$ cat src/game_pkg.sv
// ~~~~~~~~~~~~~~~~~~~~~~~~~~~~~~~~~~~~~~~
// geometry and timing of the mining game view
// sprite kind value doubles as pixel colour
// ~~~~~~~~~~~~~~~~~~~~~~~~~~~~~~~~~~~~~~~
`default_nettype none

package game_pkg;

	// screen
	localparam int screen_w = 32;
	localparam int screen_h = 24;
	localparam int coord_x_w = 6;
	localparam int coord_y_w = 5;

	localparam int max_objects = 8; // per kind
	localparam int count_w = 4;

	// sprite sizes in pixels
	localparam int gold_w = 4;
	localparam int gold_h = 4;
	localparam int stone_w = 3;
	localparam int stone_h = 3;
	localparam int diamond_w = 2;
	localparam int diamond_h = 2;
	localparam int hook_w = 2;
	localparam int hook_h = 4;
	localparam int hook_x = 15;
	localparam int hook_y = 0;
	localparam int num_w = 8; // score box, no digits
	localparam int num_h = 4;
	localparam int num_x = 0;
	localparam int num_y = 0;

	// frame timing
	localparam int frame_div = 1536; // longer than a full frame draw
	localparam int game_frames = 3; // game shows game_frames+1 frames

	typedef enum logic [2:0] {
		kind_background,
		kind_gold,
		kind_stone,
		kind_diamond,
		kind_hook,
		kind_num
	} sprite_kind_t;

	typedef enum logic [3:0] {
		place,
		draw_background,
		pick_object,
		draw_object,
		object_done,
		draw_hook,
		draw_num,
		game,
		game_done
	} view_state_t;

endpackage

`default_nettype wire

$ cat src/game_clock.sv
// ~~~~~~~~~~~~~~~~~~~~~~~~~~~~~~~~~~~~~~~
// frame pulse every frame_div enabled cycles
// game_end lags the last counted pulse by one cycle
// ~~~~~~~~~~~~~~~~~~~~~~~~~~~~~~~~~~~~~~~
`timescale 1ns/1ps
`default_nettype none

module game_clock
	import game_pkg::*;
(
	input wire logic clk,
	input wire logic resetn,
	input wire logic timer_enable,
	input wire logic timer_clear,
	output logic frame,
	output logic game_end
);

	localparam int div_w = $clog2(frame_div);
	localparam int cnt_w = $clog2(game_frames + 1);

	logic [div_w-1:0] div_cnt;
	logic [cnt_w-1:0] frame_cnt;

	always_ff @(posedge clk) begin
		if (!resetn) begin
			div_cnt <= '0;
			frame_cnt <= '0;
			frame <= 1'b0;
			game_end <= 1'b0;
		end else if (timer_clear) begin
			div_cnt <= '0;
			frame_cnt <= '0;
			frame <= 1'b0;
			game_end <= 1'b0;
		end else begin
			frame <= 1'b0;
			game_end <= (frame_cnt == cnt_w'(game_frames));
			if (timer_enable) begin
				if (div_cnt == div_w'(frame_div - 1)) begin
					div_cnt <= '0;
					frame <= 1'b1;
					if (frame_cnt != cnt_w'(game_frames))
						frame_cnt <= frame_cnt + 1'b1; // saturates
				end else begin
					div_cnt <= div_cnt + 1'b1;
				end
			end
		end
	end

endmodule

`default_nettype wire

$ cat src/view_sequencer.sv
// ~~~~~~~~~~~~~~~~~~~~~~~~~~~~~~~~~~~~~~~
// one frame per pass and waits on draw_done
// max counts above max_objects are clamped
// ~~~~~~~~~~~~~~~~~~~~~~~~~~~~~~~~~~~~~~~
`timescale 1ns/1ps
`default_nettype none

module view_sequencer
	import game_pkg::*;
(
	input wire logic clk,
	input wire logic resetn,
	input wire logic go,
	input wire logic draw_done,
	input wire logic frame,
	input wire logic game_end,
	input wire logic [count_w-1:0] gold_count,
	input wire logic [count_w-1:0] stone_count,
	input wire logic [count_w-1:0] diamond_count,
	input wire logic [count_w-1:0] max_gold,
	input wire logic [count_w-1:0] max_stone,
	input wire logic [count_w-1:0] max_diamond,
	output logic draw_start,
	output sprite_kind_t draw_kind,
	output logic place,
	output logic clear_counts,
	output logic timer_enable,
	output logic timer_clear,
	output logic game_over
);

	view_state_t state, next_state;
	sprite_kind_t pick_kind;
	logic entering_draw;

	function automatic logic [count_w-1:0] clamp_max(input logic [count_w-1:0] m);
		return (m > count_w'(max_objects)) ? count_w'(max_objects) : m;
	endfunction

	function automatic logic is_draw(input view_state_t s);
		return (s == draw_background) || (s == draw_object) ||
			(s == draw_hook) || (s == draw_num);
	endfunction

	// gold first, then stone, then diamond
	always_comb begin
		pick_kind = kind_gold;
		if (gold_count >= clamp_max(max_gold)) begin
			pick_kind = (stone_count < clamp_max(max_stone)) ? kind_stone : kind_diamond;
		end
	end

	always_comb begin
		next_state = state;
		case (state)
			game_pkg::place: next_state = draw_background;
			draw_background: if (draw_done) next_state = pick_object;
			pick_object: begin
				if (gold_count < clamp_max(max_gold) ||
						stone_count < clamp_max(max_stone) ||
						diamond_count < clamp_max(max_diamond))
					next_state = draw_object;
				else
					next_state = draw_hook;
			end
			draw_object: if (draw_done) next_state = object_done;
			object_done: next_state = pick_object; // counts settle here
			draw_hook: if (draw_done) next_state = draw_num;
			draw_num: if (draw_done) next_state = game;
			game: begin
				if (game_end)
					next_state = game_done;
				else if (frame)
					next_state = draw_background;
			end
			game_done: if (go) next_state = game_pkg::place;
			default: next_state = game_pkg::place;
		endcase
	end

	assign entering_draw = is_draw(next_state) && (next_state != state);

	always_ff @(posedge clk) begin
		if (!resetn) begin
			state <= game_pkg::place;
			draw_start <= 1'b0;
			draw_kind <= kind_background;
			place <= 1'b0;
		end else begin
			state <= next_state;
			draw_start <= entering_draw; // one cycle on entry
			place <= (state == game_pkg::place); // seed strobe follows the place state
			if (entering_draw) begin
				case (next_state)
					draw_object: draw_kind <= pick_kind;
					draw_hook: draw_kind <= kind_hook;
					draw_num: draw_kind <= kind_num;
					default: draw_kind <= kind_background;
				endcase
			end
		end
	end

	assign timer_clear = (state == game_pkg::place);
	assign clear_counts = (state == game);
	assign timer_enable = is_draw(state) || (state == game);
	assign game_over = (state == game_done);

endmodule

`default_nettype wire

$ cat src/object_placer.sv
// ~~~~~~~~~~~~~~~~~~~~~~~~~~~~~~~~~~~~~~~
// origins depend only on seed, kind and index
// so one game redraws the same picture
// ~~~~~~~~~~~~~~~~~~~~~~~~~~~~~~~~~~~~~~~
`timescale 1ns/1ps
`default_nettype none

module object_placer
	import game_pkg::*;
(
	input wire logic clk,
	input wire logic resetn,
	input wire logic place,
	input wire logic draw_start,
	input wire sprite_kind_t draw_kind,
	input wire logic clear_counts,
	output logic [count_w-1:0] gold_count,
	output logic [count_w-1:0] stone_count,
	output logic [count_w-1:0] diamond_count,
	output logic raster_start,
	output sprite_kind_t raster_kind,
	output logic [coord_x_w-1:0] origin_x,
	output logic [coord_y_w-1:0] origin_y
);

	logic [15:0] lfsr;
	logic [15:0] seed;
	logic [coord_x_w-1:0] next_x;
	logic [coord_y_w-1:0] next_y;

	// number of legal origins along each axis
	function automatic logic [5:0] span_x(input sprite_kind_t k);
		case (k)
			kind_gold: return 6'(screen_w - gold_w + 1);
			kind_stone: return 6'(screen_w - stone_w + 1);
			kind_diamond: return 6'(screen_w - diamond_w + 1);
			default: return 6'd1;
		endcase
	endfunction

	function automatic logic [5:0] span_y(input sprite_kind_t k);
		case (k)
			kind_gold: return 6'(screen_h - gold_h + 1);
			kind_stone: return 6'(screen_h - stone_h + 1);
			kind_diamond: return 6'(screen_h - diamond_h + 1);
			default: return 6'd1;
		endcase
	endfunction

	function automatic logic [5:0] scale(input logic [7:0] v, input logic [5:0] span);
		logic [13:0] p;
		p = v * span;
		return p[13:8]; // always below span
	endfunction

	always_comb begin
		logic [count_w-1:0] idx;
		logic [15:0] h;
		logic [5:0] sx;
		logic [5:0] sy;
		case (draw_kind)
			kind_stone: idx = stone_count;
			kind_diamond: idx = diamond_count;
			default: idx = gold_count;
		endcase
		h = seed ^ {draw_kind, idx, draw_kind, idx, 2'b01};
		h = h * 16'h9e37;
		sx = scale(h[15:8], span_x(draw_kind));
		sy = scale(h[11:4], span_y(draw_kind));
		case (draw_kind)
			kind_hook: begin
				next_x = coord_x_w'(hook_x);
				next_y = coord_y_w'(hook_y);
			end
			kind_num: begin
				next_x = coord_x_w'(num_x);
				next_y = coord_y_w'(num_y);
			end
			kind_gold, kind_stone, kind_diamond: begin
				next_x = sx[coord_x_w-1:0];
				next_y = sy[coord_y_w-1:0];
			end
			default: begin // background covers the screen
				next_x = '0;
				next_y = '0;
			end
		endcase
	end

	always_ff @(posedge clk) begin
		if (!resetn) begin
			lfsr <= 16'hace1;
			gold_count <= '0;
			stone_count <= '0;
			diamond_count <= '0;
			raster_start <= 1'b0;
		end else begin
			lfsr <= {lfsr[14:0], lfsr[15] ^ lfsr[13] ^ lfsr[12] ^ lfsr[10]};
			raster_start <= draw_start;
			if (clear_counts) begin
				gold_count <= '0;
				stone_count <= '0;
				diamond_count <= '0;
			end else if (draw_start) begin
				case (draw_kind)
					kind_gold: gold_count <= gold_count + 1'b1;
					kind_stone: stone_count <= stone_count + 1'b1;
					kind_diamond: diamond_count <= diamond_count + 1'b1;
					default: ;
				endcase
			end
		end
	end

	always_ff @(posedge clk) begin
		if (place)
			seed <= lfsr; // held for the whole game
		if (draw_start) begin
			raster_kind <= draw_kind;
			origin_x <= next_x;
			origin_y <= next_y;
		end
	end

endmodule

`default_nettype wire

$ cat src/sprite_rasterizer.sv
// ~~~~~~~~~~~~~~~~~~~~~~~~~~~~~~~~~~~~~~~
// one pixel per cycle, row order, no stall
// ~~~~~~~~~~~~~~~~~~~~~~~~~~~~~~~~~~~~~~~
`timescale 1ns/1ps
`default_nettype none

module sprite_rasterizer
	import game_pkg::*;
(
	input wire logic clk,
	input wire logic resetn,
	input wire logic raster_start,
	input wire sprite_kind_t raster_kind,
	input wire logic [coord_x_w-1:0] origin_x,
	input wire logic [coord_y_w-1:0] origin_y,
	output logic [coord_x_w-1:0] pix_x,
	output logic [coord_y_w-1:0] pix_y,
	output sprite_kind_t pix_color,
	output logic plot,
	output logic draw_done
);

	logic [coord_x_w-1:0] base_x, col, col_last;
	logic [coord_y_w-1:0] base_y, row, row_last;

	function automatic logic [coord_x_w-1:0] width_last(input sprite_kind_t k);
		case (k)
			kind_gold: return coord_x_w'(gold_w - 1);
			kind_stone: return coord_x_w'(stone_w - 1);
			kind_diamond: return coord_x_w'(diamond_w - 1);
			kind_hook: return coord_x_w'(hook_w - 1);
			kind_num: return coord_x_w'(num_w - 1);
			default: return coord_x_w'(screen_w - 1);
		endcase
	endfunction

	function automatic logic [coord_y_w-1:0] height_last(input sprite_kind_t k);
		case (k)
			kind_gold: return coord_y_w'(gold_h - 1);
			kind_stone: return coord_y_w'(stone_h - 1);
			kind_diamond: return coord_y_w'(diamond_h - 1);
			kind_hook: return coord_y_w'(hook_h - 1);
			kind_num: return coord_y_w'(num_h - 1);
			default: return coord_y_w'(screen_h - 1);
		endcase
	endfunction

	always_ff @(posedge clk) begin
		if (!resetn) begin
			plot <= 1'b0;
			draw_done <= 1'b0;
			col <= '0;
			row <= '0;
		end else begin
			draw_done <= 1'b0;
			if (raster_start) begin
				plot <= 1'b1;
				col <= '0;
				row <= '0;
			end else if (plot) begin
				if (col == col_last) begin
					col <= '0;
					if (row == row_last) begin
						plot <= 1'b0; // last pixel just shown
						draw_done <= 1'b1;
					end else begin
						row <= row + 1'b1;
					end
				end else begin
					col <= col + 1'b1;
				end
			end
		end
	end

	always_ff @(posedge clk) begin
		if (raster_start) begin
			base_x <= origin_x;
			base_y <= origin_y;
			col_last <= width_last(raster_kind);
			row_last <= height_last(raster_kind);
			pix_color <= raster_kind;
		end
	end

	assign pix_x = base_x + col;
	assign pix_y = base_y + row;

endmodule

`default_nettype wire

$ cat src/game_view_top.sv
// ~~~~~~~~~~~~~~~~~~~~~~~~~~~~~~~~~~~~~~~
// pixel write stream out, no video memory
// ~~~~~~~~~~~~~~~~~~~~~~~~~~~~~~~~~~~~~~~
`timescale 1ns/1ps
`default_nettype none

module game_view_top
	import game_pkg::*;
(
	input wire logic clk,
	input wire logic resetn,
	input wire logic go,
	input wire logic [count_w-1:0] max_gold,
	input wire logic [count_w-1:0] max_stone,
	input wire logic [count_w-1:0] max_diamond,
	output logic [coord_x_w-1:0] pix_x,
	output logic [coord_y_w-1:0] pix_y,
	output sprite_kind_t pix_color,
	output logic plot,
	output logic game_over
);

	logic frame, game_end;
	logic timer_enable, timer_clear;
	logic draw_start, draw_done;
	sprite_kind_t draw_kind, raster_kind;
	logic place, clear_counts, raster_start;
	logic [count_w-1:0] gold_count, stone_count, diamond_count;
	logic [coord_x_w-1:0] origin_x;
	logic [coord_y_w-1:0] origin_y;

	game_clock clock_i (
		.clk, .resetn, .timer_enable, .timer_clear, .frame, .game_end
	);

	view_sequencer seq_i (
		.clk, .resetn, .go, .draw_done, .frame, .game_end,
		.gold_count, .stone_count, .diamond_count,
		.max_gold, .max_stone, .max_diamond,
		.draw_start, .draw_kind, .place, .clear_counts,
		.timer_enable, .timer_clear, .game_over
	);

	object_placer placer_i (
		.clk, .resetn, .place, .draw_start, .draw_kind, .clear_counts,
		.gold_count, .stone_count, .diamond_count,
		.raster_start, .raster_kind, .origin_x, .origin_y
	);

	sprite_rasterizer raster_i (
		.clk, .resetn, .raster_start, .raster_kind, .origin_x, .origin_y,
		.pix_x, .pix_y, .pix_color, .plot, .draw_done
	);

endmodule

`default_nettype wire

$ cat config.mk
export PLATFORM = sky130hd
export DESIGN_NAME = game_view_top
export DESIGN_NICKNAME = d
export VERILOG_FILES = /design/src/game_pkg.sv /design/src/game_clock.sv /design/src/view_sequencer.sv /design/src/object_placer.sv /design/src/sprite_rasterizer.sv /design/src/game_view_top.sv
export SDC_FILE = /design/constraint.sdc
export NUM_CORES = 1
export LEC_CHECK = 0
export BUFFER_PORTS_ARGS = -buffer_cell sky130_fd_sc_hd__buf_4
export CAP_MARGIN = 20
export CELL_PAD_IN_SITES_DETAIL_PLACEMENT = 0
export CELL_PAD_IN_SITES_GLOBAL_PLACEMENT = 1
export CORE_UTILIZATION = 50
export CTS_BUF_LIST = sky130_fd_sc_hd__clkbuf_16
export CTS_CLUSTER_SIZE = 24
export DETAILED_ROUTE_END_ITERATION = 8
export GPL_TIMING_DRIVEN = 0
export PLACE_DENSITY = 0.81
export SYNTH_ARGS = -nofsm -noshare
export SYNTH_HDL_FRONTEND = slang
export SYNTH_SLANG_ARGS = --single-unit
$ cat constraint.sdc
create_clock -name clk -period 12.35 [get_ports clk]
set_clock_uncertainty 0.2 [all_clocks]
set_input_delay 2.47 -clock clk [delete_from_list [all_inputs] [get_ports clk]]
set_output_delay 2.47 -clock clk [all_outputs]
set_load 0.01 [all_outputs]
==> results.sh, run 1 <==
export IMPL_cts_sinks=115
export IMPL_wirelength_mm=17.8
export IMPL_rsz0062_at_grt="no"
export IMPL_clk_pin_slew_worst_paths_ns=0.05
export IMPL_whs_ns=0.214
export IMPL_clkLatencyLatePin_ns=0.41
export IMPL_hold_path_startpoint="placer_i.origin_x[4]$_DFFE_PP_"
export IMPL_cts_setup_buffers=0
export IMPL_pwr_share_clk=0.209
export IMPL_grt_pass1_wl_mm=30.6
export IMPL_layout_drive_gt1_share=0.0852
export IMPL_yosys_most_used_dff="dfxtp_1"
export IMPL_cts_buffer_depth=2
export IMPL_yosys_register_bits=115
export IMPL_cts_tree="yes"
export IMPL_synth_edf_count=49
export IMPL_dp_cells=1245
export IMPL_layout_min_cycle_time_ns=10.34
export IMPL_p_seq_frac=0.201
export IMPL_io_pins=31
export IMPL_synth_area_top_cells="ha_1 16%, edfxtp_1 15%, fa_1 14%, dfxtp_1 14%, inv_1 6.4%"
export IMPL_max_freq_mhz=96.7
export IMPL_initial_core_util=0.511
export IMPL_switching_share=0.429
export IMPL_postSynthAreaPerCell_um2=9.74
export IMPL_crit_slowest_cell="xor2_1"
export IMPL_root_buffer="clkbuf_16"
export IMPL_cts_buffers=17
export IMPL_ir_drop_mv=0.158
export IMPL_n_fill_cell=1701
export IMPL_r2r_end="placer_i.origin_x[4]$_DFFE_PP_"
export IMPL_synthArstFlopShare=0
export IMPL_cp_arrival_ns=10.28
export IMPL_ff2ff_setup_slack_ns=2.01
export IMPL_cpPeakStageDelay_ns=0.63
export IMPL_tightest_slew_ns=1.02
export IMPL_hold_depth=0
export IMPL_via_per_inst=5.02
export IMPL_drtIter0Drc=184
export IMPL_ctsResizeCount=0
export IMPL_layout_commonest_cell="inv_1"
export IMPL_mostFrequentLayoutCells="167 x inv_1, 123 x ha_1, 86 x nor2_1, 67 x fa_1, 66 x dfxtp_1"
export IMPL_nNetsFinal=1236
export IMPL_internal_power_w=0.00118
export IMPL_status="completed"
export IMPL_routabilityCongestion=0.847
export IMPL_hold_path_end="raster_i.base_x[4]$_DFFE_PP_"
export IMPL_syn_nets=1186
export IMPL_grtUsageTotal=0.198
export IMPL_yosys_warnings=0
export IMPL_htreeDepth=4
export IMPL_postRouteAntennaNets=0
export IMPL_crit_required_ns=12.29
export IMPL_grt_pass1_vias=6532
export IMPL_fin_tns_setup_ns=0
export IMPL_grt_overflow_total=0
export IMPL_yosysTopAreaCell="ha_1"
export IMPL_cts_hold_buffers=0
export IMPL_syn_to_final_growth_pct=11.0
export IMPL_worst_slack_ns=2.01
export IMPL_maxCapViolCount=0
export IMPL_dieArea_um2=19700
export IMPL_syn_cell_area_um2=9550
export IMPL_start_kind="flop"
export IMPL_path_max_fanout=10
export IMPL_grt_max_degree=23
export IMPL_final_instance_count_excl_fill=1278
export IMPL_drc=0
export IMPL_dieWidth_um=140
export IMPL_min_period_over_period=0.838
export IMPL_wl_per_cell_um=14.0
export IMPL_syn_inst=981
export IMPL_synth_top_area_frac=0.161
export IMPL_hold_path_class="flop to flop"
export IMPL_finalMaxSlewViolations=0
export IMPL_num_vias=6416
export IMPL_power_switching_w=0.000887
export IMPL_setup_violations=0
export IMPL_port_buffers=30
export IMPL_yosysUniqueCellTypes=77
export IMPL_core_area_um2=18700
export IMPL_regToRegStartpoint="seq_i.draw_kind[0]$_SDFFE_PN0P_"
export IMPL_dieHeight_um=140
export IMPL_final_seq_area_um2=2790
export IMPL_power_density_nw_per_um2=195
export IMPL_power_leakage_nw=5.06
export IMPL_crit_path_frequent_cell="ha_1"
export IMPL_rows=50
export IMPL_path_class="flop to flop"
export IMPL_antenna_cells=0
export IMPL_power_frac_comb=0.589
export IMPL_slew_headroom=0.310
export IMPL_antenna_found_initial=0
export IMPL_timing_hold_violations_final=0
export IMPL_pre_cts_ws_ns=2.04
export IMPL_p_total_w=0.00207
export IMPL_rr_worst_depth=34
export IMPL_endpoint_kind="flop"
export IMPL_first_pass_iters=4
export IMPL_cp_num_buf_inv=3
export IMPL_multi_input_area_um2=6040
export IMPL_ys_seq_area_frac=0.292
export IMPL_hpwl_mm=14.7
export IMPL_path_delay_family="adder cells"
[layout make-up]
class | count | area share
Buffer | 18 | 0.00873
Inverter | 166 | 0.0588
Clock buffer | 17 | 0.0401
Timing Repair Buffer | 31 | 0.0216
Multi-Input combinational cell | 682 | 0.570
Tap cell | 234 | 0.0276
Clock inverter | 15 | 0.00968
Sequential cell | 115 | 0.263
[stage by stage]
| step | cell area [µm²] | utilization |
|---|---|---|
| 5_1_grt | 10600 | 0.567 |
| 6_report | 10600 | 0.567 |
| 3_5_place_dp | 10100 | 0.538 |
| 3_3_place_gp | 10100 | 0.538 |
| 2_1_floorplan | 9550 | - |
| 4_1_cts | 10600 | 0.566 |
[power by group through the flow]
stage | sequential, W | combinational (W) | clock, W
5_1_grt | 0.000418 | 0.00142 | 0.000458
4_1_cts | 0.000417 | 0.00123 | 0.000441
2_1_floorplan | 0.000422 | 0.000999 | 0
3_3_place_gp | 0.000425 | 0.00122 | 0
6_report | 0.000417 | 0.00122 | 0.000433
3_5_place_dp | 0.000425 | 0.00123 | 0
[synth_stat cells (all sizes together) (3+ instances only)]
cell type and count:
o211ai 3, and2 16, a31oi 4, mux2i 10
nand2b 14, or3b 4, nand2 63, mux2 5
a21oi 35, o21bai 3, nor2b 8, edfxtp 49
nand4 13, nor4 3, nor3 16, or3 6
or2 3, nor2 86, ha 123, buf 5
and3 6, inv 166, xnor2 61, nand3 14
a211oi 4, dfxtp 66, o21ai 18, clkbuf 13
xor2 44, a21o 15, fa 67, o21a 4
[flip-flops by register name (all words and copies together), names as in the netlist, 5 cells and up]
name	flops
placer_i.lfsr	16
placer_i.seed	16
clock_i.div_cnt	11
raster_i.col	6
placer_i.origin_x	5
placer_i.origin_y	5
raster_i.base_x	5
raster_i.base_y	5
raster_i.row	5
[worst register-to-register path: cells and delay by family (launching register included)]
| family | cells | cell delay, ns |
|---|---|---|
| DFF | 1 | 0.46 |
| buffers and inverters | 3 | 0.60 |
| muxes | 1 | 0.27 |
| adders and majority gates | 11 | 4.02 |
| and+or+nand+nor | 7 | 1.07 |
| xor gates and xnor gates | 5 | 1.52 |
| AOI/OAI and AO/OA | 7 | 1.95 |
[layer usage]
| metal | vias to the layer above | GRT usage | part of all wire |
|---|---|---|---|
| li1 | 3328 | - | - |
| met1 | 3014 | 0.243 | 0.47 |
| met2 | 56 | 0.359 | 0.50 |
| met3 | 18 | 0.0338 | 0.020 |
| met4 | 0 | 0.0497 | 0.011 |
| met5 | - | 0 | 0 |
[worst max path at each step]
stage	from	end	slack, ns	depth (start not counted)
6_report	seq_i.draw_kind[0]$_SDFFE_PN0P_	placer_i.origin_x[4]$_DFFE_PP_	2.01	34
5_1_grt	seq_i.draw_kind[0]$_SDFFE_PN0P_	placer_i.origin_x[4]$_DFFE_PP_	1.29	34
4_1_cts	seq_i.draw_kind[0]$_SDFFE_PN0P_	placer_i.origin_x[4]$_DFFE_PP_	1.99	34
3_5_place_dp	seq_i.draw_kind[0]$_SDFFE_PN0P_	placer_i.origin_x[4]$_DFFE_PP_	2.04	34
3_3_place_gp	seq_i.draw_kind[0]$_SDFFE_PN0P_	placer_i.origin_x[4]$_DFFE_PP_	2.04	34
2_1_floorplan	seq_i.draw_kind[0]$_SDFFE_PN0P_	placer_i.origin_x[4]$_DFFE_PP_	3.37	32
[cells by family (layout without fill, tap and decap cells)]
logic type | Yosys count | after routing | share of synthesized area
XOR/XNOR | 106 | 106 | 0.104
AND/OR/NAND/NOR | 262 | 262 | 0.134
adder cells (fa/ha/maj) | 190 | 190 | 0.302
AO/OA/AOI/OAI | 109 | 109 | 0.0757
flip-flops | 115 | 115 | 0.292
multiplexers | 15 | 15 | 0.0177
buffers and inverters | 184 | 247 | 0.0749
Power figures use the tool's default switching activity.
==> run 2: changes to the inputs <==
Settings changed: CORE_UTILIZATION 50 to 46, PLACE_DENSITY 0.81 to 0.78.
Clock period 12.35 ns to 8.5 ns, I/O delays scaled along.
==> results.sh, run 2 (same netlist as run 1, synthesis figures left out) <==
export IMPL_rsz0062_at_grt="yes"
export IMPL_postRouteAntennaNets=0
export IMPL_reg_largest_list="placer_i.lfsr x16, placer_i.seed x16, clock_i.div_cnt x11"
export IMPL_cpPeakStageDelay_ns=0.53
export IMPL_num_vias=6846
export IMPL_nNetsFinal=1294
export IMPL_tightest_slew_ns=0.925
export IMPL_cts_tree="yes"
export IMPL_path_class="flop to flop"
export IMPL_status="complete, but fails checks"
export IMPL_cp_arrival_ns=8.48
export IMPL_initial_core_util=0.470
export IMPL_final_instance_count_excl_fill=1372
export IMPL_max_freq_mhz=117
export IMPL_p_seq_frac=0.148
export IMPL_switching_share=0.417
export IMPL_setup_violations=2
export IMPL_dieHeight_um=146
export IMPL_maxCapViolCount=0
export IMPL_grt_pass1_vias=7074
export IMPL_cts_buffers=17
export IMPL_dieArea_um2=21300
export IMPL_start_kind="flop"
export IMPL_internal_power_w=0.00240
export IMPL_crit_required_ns=8.44
export IMPL_grt_pass1_wl_mm=33.8
export IMPL_clk_pin_slew_worst_paths_ns=0.06
export IMPL_cts_hold_buffers=0
export IMPL_via_per_inst=4.99
export IMPL_grtUsageTotal=0.200
export IMPL_syn_to_final_growth_pct=24.3
export IMPL_rows=52
export IMPL_power_frac_comb=0.695
export IMPL_antenna_cells=0
export IMPL_core_area_um2=20300
export IMPL_wl_per_cell_um=14.6
export IMPL_htreeDepth=4
export IMPL_wirelength_mm=20.0
export IMPL_dp_cells=1281
export IMPL_hold_path_class="flop to flop"
export IMPL_hold_depth=0
export IMPL_hpwl_mm=14.9
export IMPL_root_buffer="clkbuf_16"
export IMPL_pwr_share_clk=0.157
export IMPL_layout_drive_gt1_share=0.201
export IMPL_rr_worst_depth=36
export IMPL_finalMaxSlewViolations=0
export IMPL_violations="negative setup slack"
export IMPL_final_core_util=0.585
export IMPL_drc=0
export IMPL_crit_slowest_cell="fa_1"
export IMPL_power_leakage_nw=5.50
export IMPL_worst_slack_ns=-0.0366
export IMPL_timing_hold_violations_final=0
export IMPL_antenna_found_initial=0
export IMPL_slew_headroom=0.383
export IMPL_layout_min_cycle_time_ns=8.54
export IMPL_min_period_over_period=1.00
export IMPL_cts_sinks=115
export IMPL_drtIter0Drc=304
export IMPL_fin_tns_setup_ns=-0.0659
export IMPL_routabilityCongestion=0.829
export IMPL_clkLatencyLatePin_ns=0.41
export IMPL_power_density_nw_per_um2=347
export IMPL_grt_max_degree=23
export IMPL_path_max_fanout=5
export IMPL_dieWidth_um=146
export IMPL_cts_buffer_depth=2
export IMPL_io_pins=31
export IMPL_endpoint_kind="flop"
export IMPL_power_switching_w=0.00172
export IMPL_first_pass_iters=4
export IMPL_layout_commonest_cell="inv_1"
export IMPL_ir_drop_mv=0.302
export IMPL_mostFrequentLayoutCells="162 x inv_1, 103 x ha_1, 80 x nor2_1, 78 x buf_4, 67 x fa_1"
export IMPL_port_buffers=30
export IMPL_grt_overflow_total=0
[run 2: changes by cell type in the layout (fill, tap and decap cells not counted), sizes merged]
cell,change
clkinvlp,-1
buf,+58
inv,+2
clkinv,-1
[run 2: repair_timing]
action	CTS	global route
resized for setup	83	20
buffers inserted	49	9
endpoints found under the setup margin	7	6
pin swaps	48	32
[run 2: layout make-up]
cell class,count,area [µm²]
Tap cell,270,338
Timing Repair Buffer,89,737
Multi-Input combinational cell,682,6700
Fill cell,1779,8430
Clock buffer,17,425
Clock inverter,15,116
Buffer,18,129
Sequential cell,115,2800
Inverter,166,623
[run 2: path summary, 6_finish.rpt]
check | start | end | slack (ns)
worst min register to register | placer_i.origin_y[4]$_SDFFCE_PP0P_ | raster_i.base_y[4]$_DFFE_PP_ | 0.21
worst min-delay path | placer_i.origin_y[4]$_SDFFCE_PP0P_ | raster_i.base_y[4]$_DFFE_PP_ | 0.21
worst max-delay path | seq_i.draw_kind[0]$_SDFFE_PN0P_ | placer_i.origin_x[4]$_DFFE_PP_ | -0.04
worst max register to register | seq_i.draw_kind[0]$_SDFFE_PN0P_ | placer_i.origin_x[4]$_DFFE_PP_ | -0.04
[run 2: metal layers]
metal	global-route usage	vias up	share of wire
met3	0.0334	29	0.025
met1	0.247	3274	0.45
li1	-	3448	-
met4	0.0641	0	0.018
met2	0.355	95	0.50
met5	0	-	0
[run 2: power by group through the flow]
stage / sequential (W) / clock (W) / combinational, W
6_report: 0.000608 / 0.000647 / 0.00286
5_1_grt: 0.000610 / 0.000683 / 0.00314
4_1_cts: 0.000608 / 0.000657 / 0.00257
3_5_place_dp: 0.000619 / 0 / 0.00185
3_3_place_gp: 0.000618 / 0 / 0.00183
2_1_floorplan: 0.000614 / 0 / 0.00149
[run 2: worst max-delay path, delay by kind of cell (launching register included)]
family          cells  cell delay (ns)
compound gates      6             1.05
flops               1             0.39
buf+inv             9             0.70
simple gates        6             0.91
xor+xnor            3             0.48
mux                 1             0.24
fa+ha+maj          11             4.28
[run 2: stage by stage]
step | hold slack (ns) | cell area, µm² | power, W | setup WS [ns]
3_3_place_gp | 0.202 | 10200 | 0.00244 | -0.957
4_1_cts | 0.212 | 11700 | 0.00384 | 0.00466
6_report | 0.214 | 11900 | 0.00412 | -0.0366
2_1_floorplan | 0.200 | 9620 | 0.00210 | 0.0181
5_1_grt | 0.225 | 11900 | 0.00444 | -0.350
3_5_place_dp | 0.207 | 10200 | 0.00247 | -0.990
==> run 3: changes to the inputs <==
--- a/config.mk
+++ b/config.mk
@@ -16,4 +16,5 @@
 export GPL_TIMING_DRIVEN = 0
 export PLACE_DENSITY = 0.78
+export REMOVE_ABC_BUFFERS = 1
 export SYNTH_ARGS = -nofsm -noshare
 export SYNTH_HDL_FRONTEND = slang
==> constraint.sdc (replaced) <==
create_clock -name clk -period 8.5 [get_ports clk]
set_clock_uncertainty 0.2 [all_clocks]
set_input_delay 0.425 -clock clk [delete_from_list [all_inputs] [get_ports clk]]
set_output_delay 0.425 -clock clk [all_outputs]
set_load 0.01 [all_outputs]
==> results.sh, run 3 (same netlist as run 1, synthesis figures left out) <==
export IMPL_power_density_nw_per_um2=353
export IMPL_setup_violations=0
export IMPL_internal_power_w=0.00248
export IMPL_path_max_fanout=6
export IMPL_multi_input_area_um2=6750
export IMPL_clkLatencyLatePin_ns=0.41
export IMPL_cts_hold_buffers=0
export IMPL_start_kind="flop"
export IMPL_power_switching_w=0.00171
export IMPL_timing_hold_violations_final=0
export IMPL_endpoint_kind="flop"
export IMPL_r2r_end="placer_i.origin_x[3]$_DFFE_PP_"
export IMPL_grt_max_degree=28
export IMPL_ff2ff_setup_slack_ns=0.03
export IMPL_p_seq_frac=0.145
export IMPL_mostFrequentLayoutCells="160 x inv_1, 99 x ha_1, 83 x buf_4, 82 x nor2_1, 65 x fa_1"
export IMPL_crit_path_frequent_cell="fa_1"
export IMPL_wl_met2_mm=9.94
export IMPL_via_per_inst=4.95
export IMPL_hold_path_startpoint="go"
export IMPL_min_period_over_period=0.996
export IMPL_slew_headroom=0.390
export IMPL_core_area_um2=20300
export IMPL_hold_path_class="primary input to flop"
export IMPL_io_pins=31
export IMPL_reg_largest_list="placer_i.lfsr x16, placer_i.seed x16, clock_i.div_cnt x11"
export IMPL_routabilityCongestion=0.820
export IMPL_dp_cells=1264
export IMPL_final_seq_area_um2=2800
export IMPL_ir_drop_mv=0.272
export IMPL_port_buffers=30
export IMPL_hpwl_mm=14.3
export IMPL_finalMaxSlewViolations=0
export IMPL_n_fill_cell=1729
export IMPL_first_pass_iters=5
export IMPL_power_frac_comb=0.690
export IMPL_maxCapViolCount=0
export IMPL_antenna_cells=0
export IMPL_dieHeight_um=146
export IMPL_wl_per_cell_um=14.3
export IMPL_dieWidth_um=146
export IMPL_drtIter0Drc=261
export IMPL_cp_arrival_ns=8.40
export IMPL_grt_overflow_total=0
export IMPL_cts_sinks=115
export IMPL_dieArea_um2=21300
export IMPL_wl_met3_um=490
export IMPL_regToRegStartpoint="seq_i.draw_kind[0]$_SDFFE_PN0P_"
export IMPL_wl_met1_mm=8.48
export IMPL_tightest_slew_ns=0.913
export IMPL_clk_pin_slew_worst_paths_ns=0.06
export IMPL_layout_min_cycle_time_ns=8.47
export IMPL_fin_tns_setup_ns=0
export IMPL_cpPeakStageDelay_ns=0.57
export IMPL_final_instance_count_excl_fill=1358
export IMPL_root_buffer="clkbuf_16"
export IMPL_crit_slowest_cell="fa_2"
export IMPL_layout_drive_gt1_share=0.210
export IMPL_cts_buffer_depth=2
export IMPL_hold_depth=3
export IMPL_rr_worst_depth=34
export IMPL_wirelength_mm=19.4
export IMPL_htreeDepth=4
export IMPL_cts_tree="yes"
export IMPL_status="completed"
export IMPL_routed_top_layer="met4"
export IMPL_switching_share=0.408
export IMPL_pre_cts_ws_ns=-1.84
export IMPL_hold_path_end="seq_i.state[3]$_SDFF_PN0_"
export IMPL_power_leakage_nw=5.49
export IMPL_grt_pass1_vias=6884
export IMPL_path_class="flop to flop"
export IMPL_layout_commonest_cell="inv_1"
export IMPL_max_freq_mhz=118
export IMPL_rsz0062_at_grt="yes"
export IMPL_antenna_found_initial=0
export IMPL_rows=52
export IMPL_syn_to_final_growth_pct=24.1
export IMPL_cts_buffers=17
export IMPL_num_vias=6720
export IMPL_postRouteAntennaNets=0
export IMPL_grt_pass1_wl_mm=32.3
export IMPL_nNetsFinal=1280
export IMPL_pwr_share_clk=0.164
export IMPL_drc=0
export IMPL_initial_core_util=0.470
export IMPL_worst_slack_ns=0.0324
export IMPL_grtUsageTotal=0.189
export IMPL_crit_required_ns=8.43
run 3: critical path, delay by kind of cell (launching register included):
family | cells | cell delay [ns]
muxes | 2 | 0.53
xor gates and xnor gates | 5 | 0.77
adders and majority gates | 10 | 3.85
AOI/OAI and AO/OA | 6 | 0.87
buffers and inverters | 7 | 0.77
and+or+nand+nor | 4 | 0.78
DFF | 1 | 0.39
run 3: cell type report:
class                   count  area share
clock buffers              19      0.0401
clock inverters            13     0.00876
inverters                 166      0.0526
multi-input cells         682       0.570
flip-flops and latches    115       0.237
well taps                 270      0.0285
repair buffers             93      0.0637
run 3: routing by layer:
layer  up-vias  global-route usage
met5         -                   0
met4         0              0.0604
met3        28              0.0331
met2        80               0.339
met1      3193               0.230
li1       3419                   -
run 3: worst max-delay path by stage:
stage / start / to / slack, ns / cells after the start
2_1_floorplan: seq_i.draw_kind[0]$_SDFFE_PN0P_ / placer_i.origin_x[4]$_DFFE_PP_ / -0.43 / 32
3_3_place_gp: seq_i.draw_kind[0]$_SDFFE_PN0P_ / placer_i.origin_x[4]$_DFFE_PP_ / -1.79 / 31
3_5_place_dp: seq_i.draw_kind[0]$_SDFFE_PN0P_ / placer_i.origin_x[4]$_DFFE_PP_ / -1.84 / 31
4_1_cts: seq_i.draw_kind[0]$_SDFFE_PN0P_ / placer_i.origin_x[4]$_DFFE_PP_ / 0.02 / 33
5_1_grt: seq_i.draw_kind[0]$_SDFFE_PN0P_ / placer_i.origin_x[4]$_DFFE_PP_ / -0.31 / 33
6_report: seq_i.draw_kind[0]$_SDFFE_PN0P_ / placer_i.origin_x[3]$_DFFE_PP_ / 0.03 / 34
run 3: timing repair:
action / in CTS / in global routing
gates resized for setup: 76 / 42
setup endpoints to repair: 10 / 5
pin swaps: 30 / 50
setup buffers: 38 / 24
gates cloned: 0 / 0
run 3: power groups by stage:
| stage | Clock [W] | Combinational (W) | Sequential (W) |
|---|---|---|---|
| finish | 0.000688 | 0.00289 | 0.000607 |
| global route | 0.000725 | 0.00317 | 0.000610 |
| CTS | 0.000704 | 0.00239 | 0.000608 |
| detailed placement | 0 | 0.00180 | 0.000618 |
| global placement | 0 | 0.00178 | 0.000618 |
| floorplan | 0 | 0.00145 | 0.000614 |
run 3: per-stage QoR:
stage               utilization  cell area [µm²]  hold slack (ns)  power, W
floorplan                     -             9460            0.200   0.00206
global placement          0.494            10000            0.202   0.00239
detailed placement        0.494            10000            0.205   0.00242
CTS                       0.562            11400           0.0881   0.00370
global route              0.584            11800            0.103   0.00450
finish                    0.584            11800            0.105   0.00419
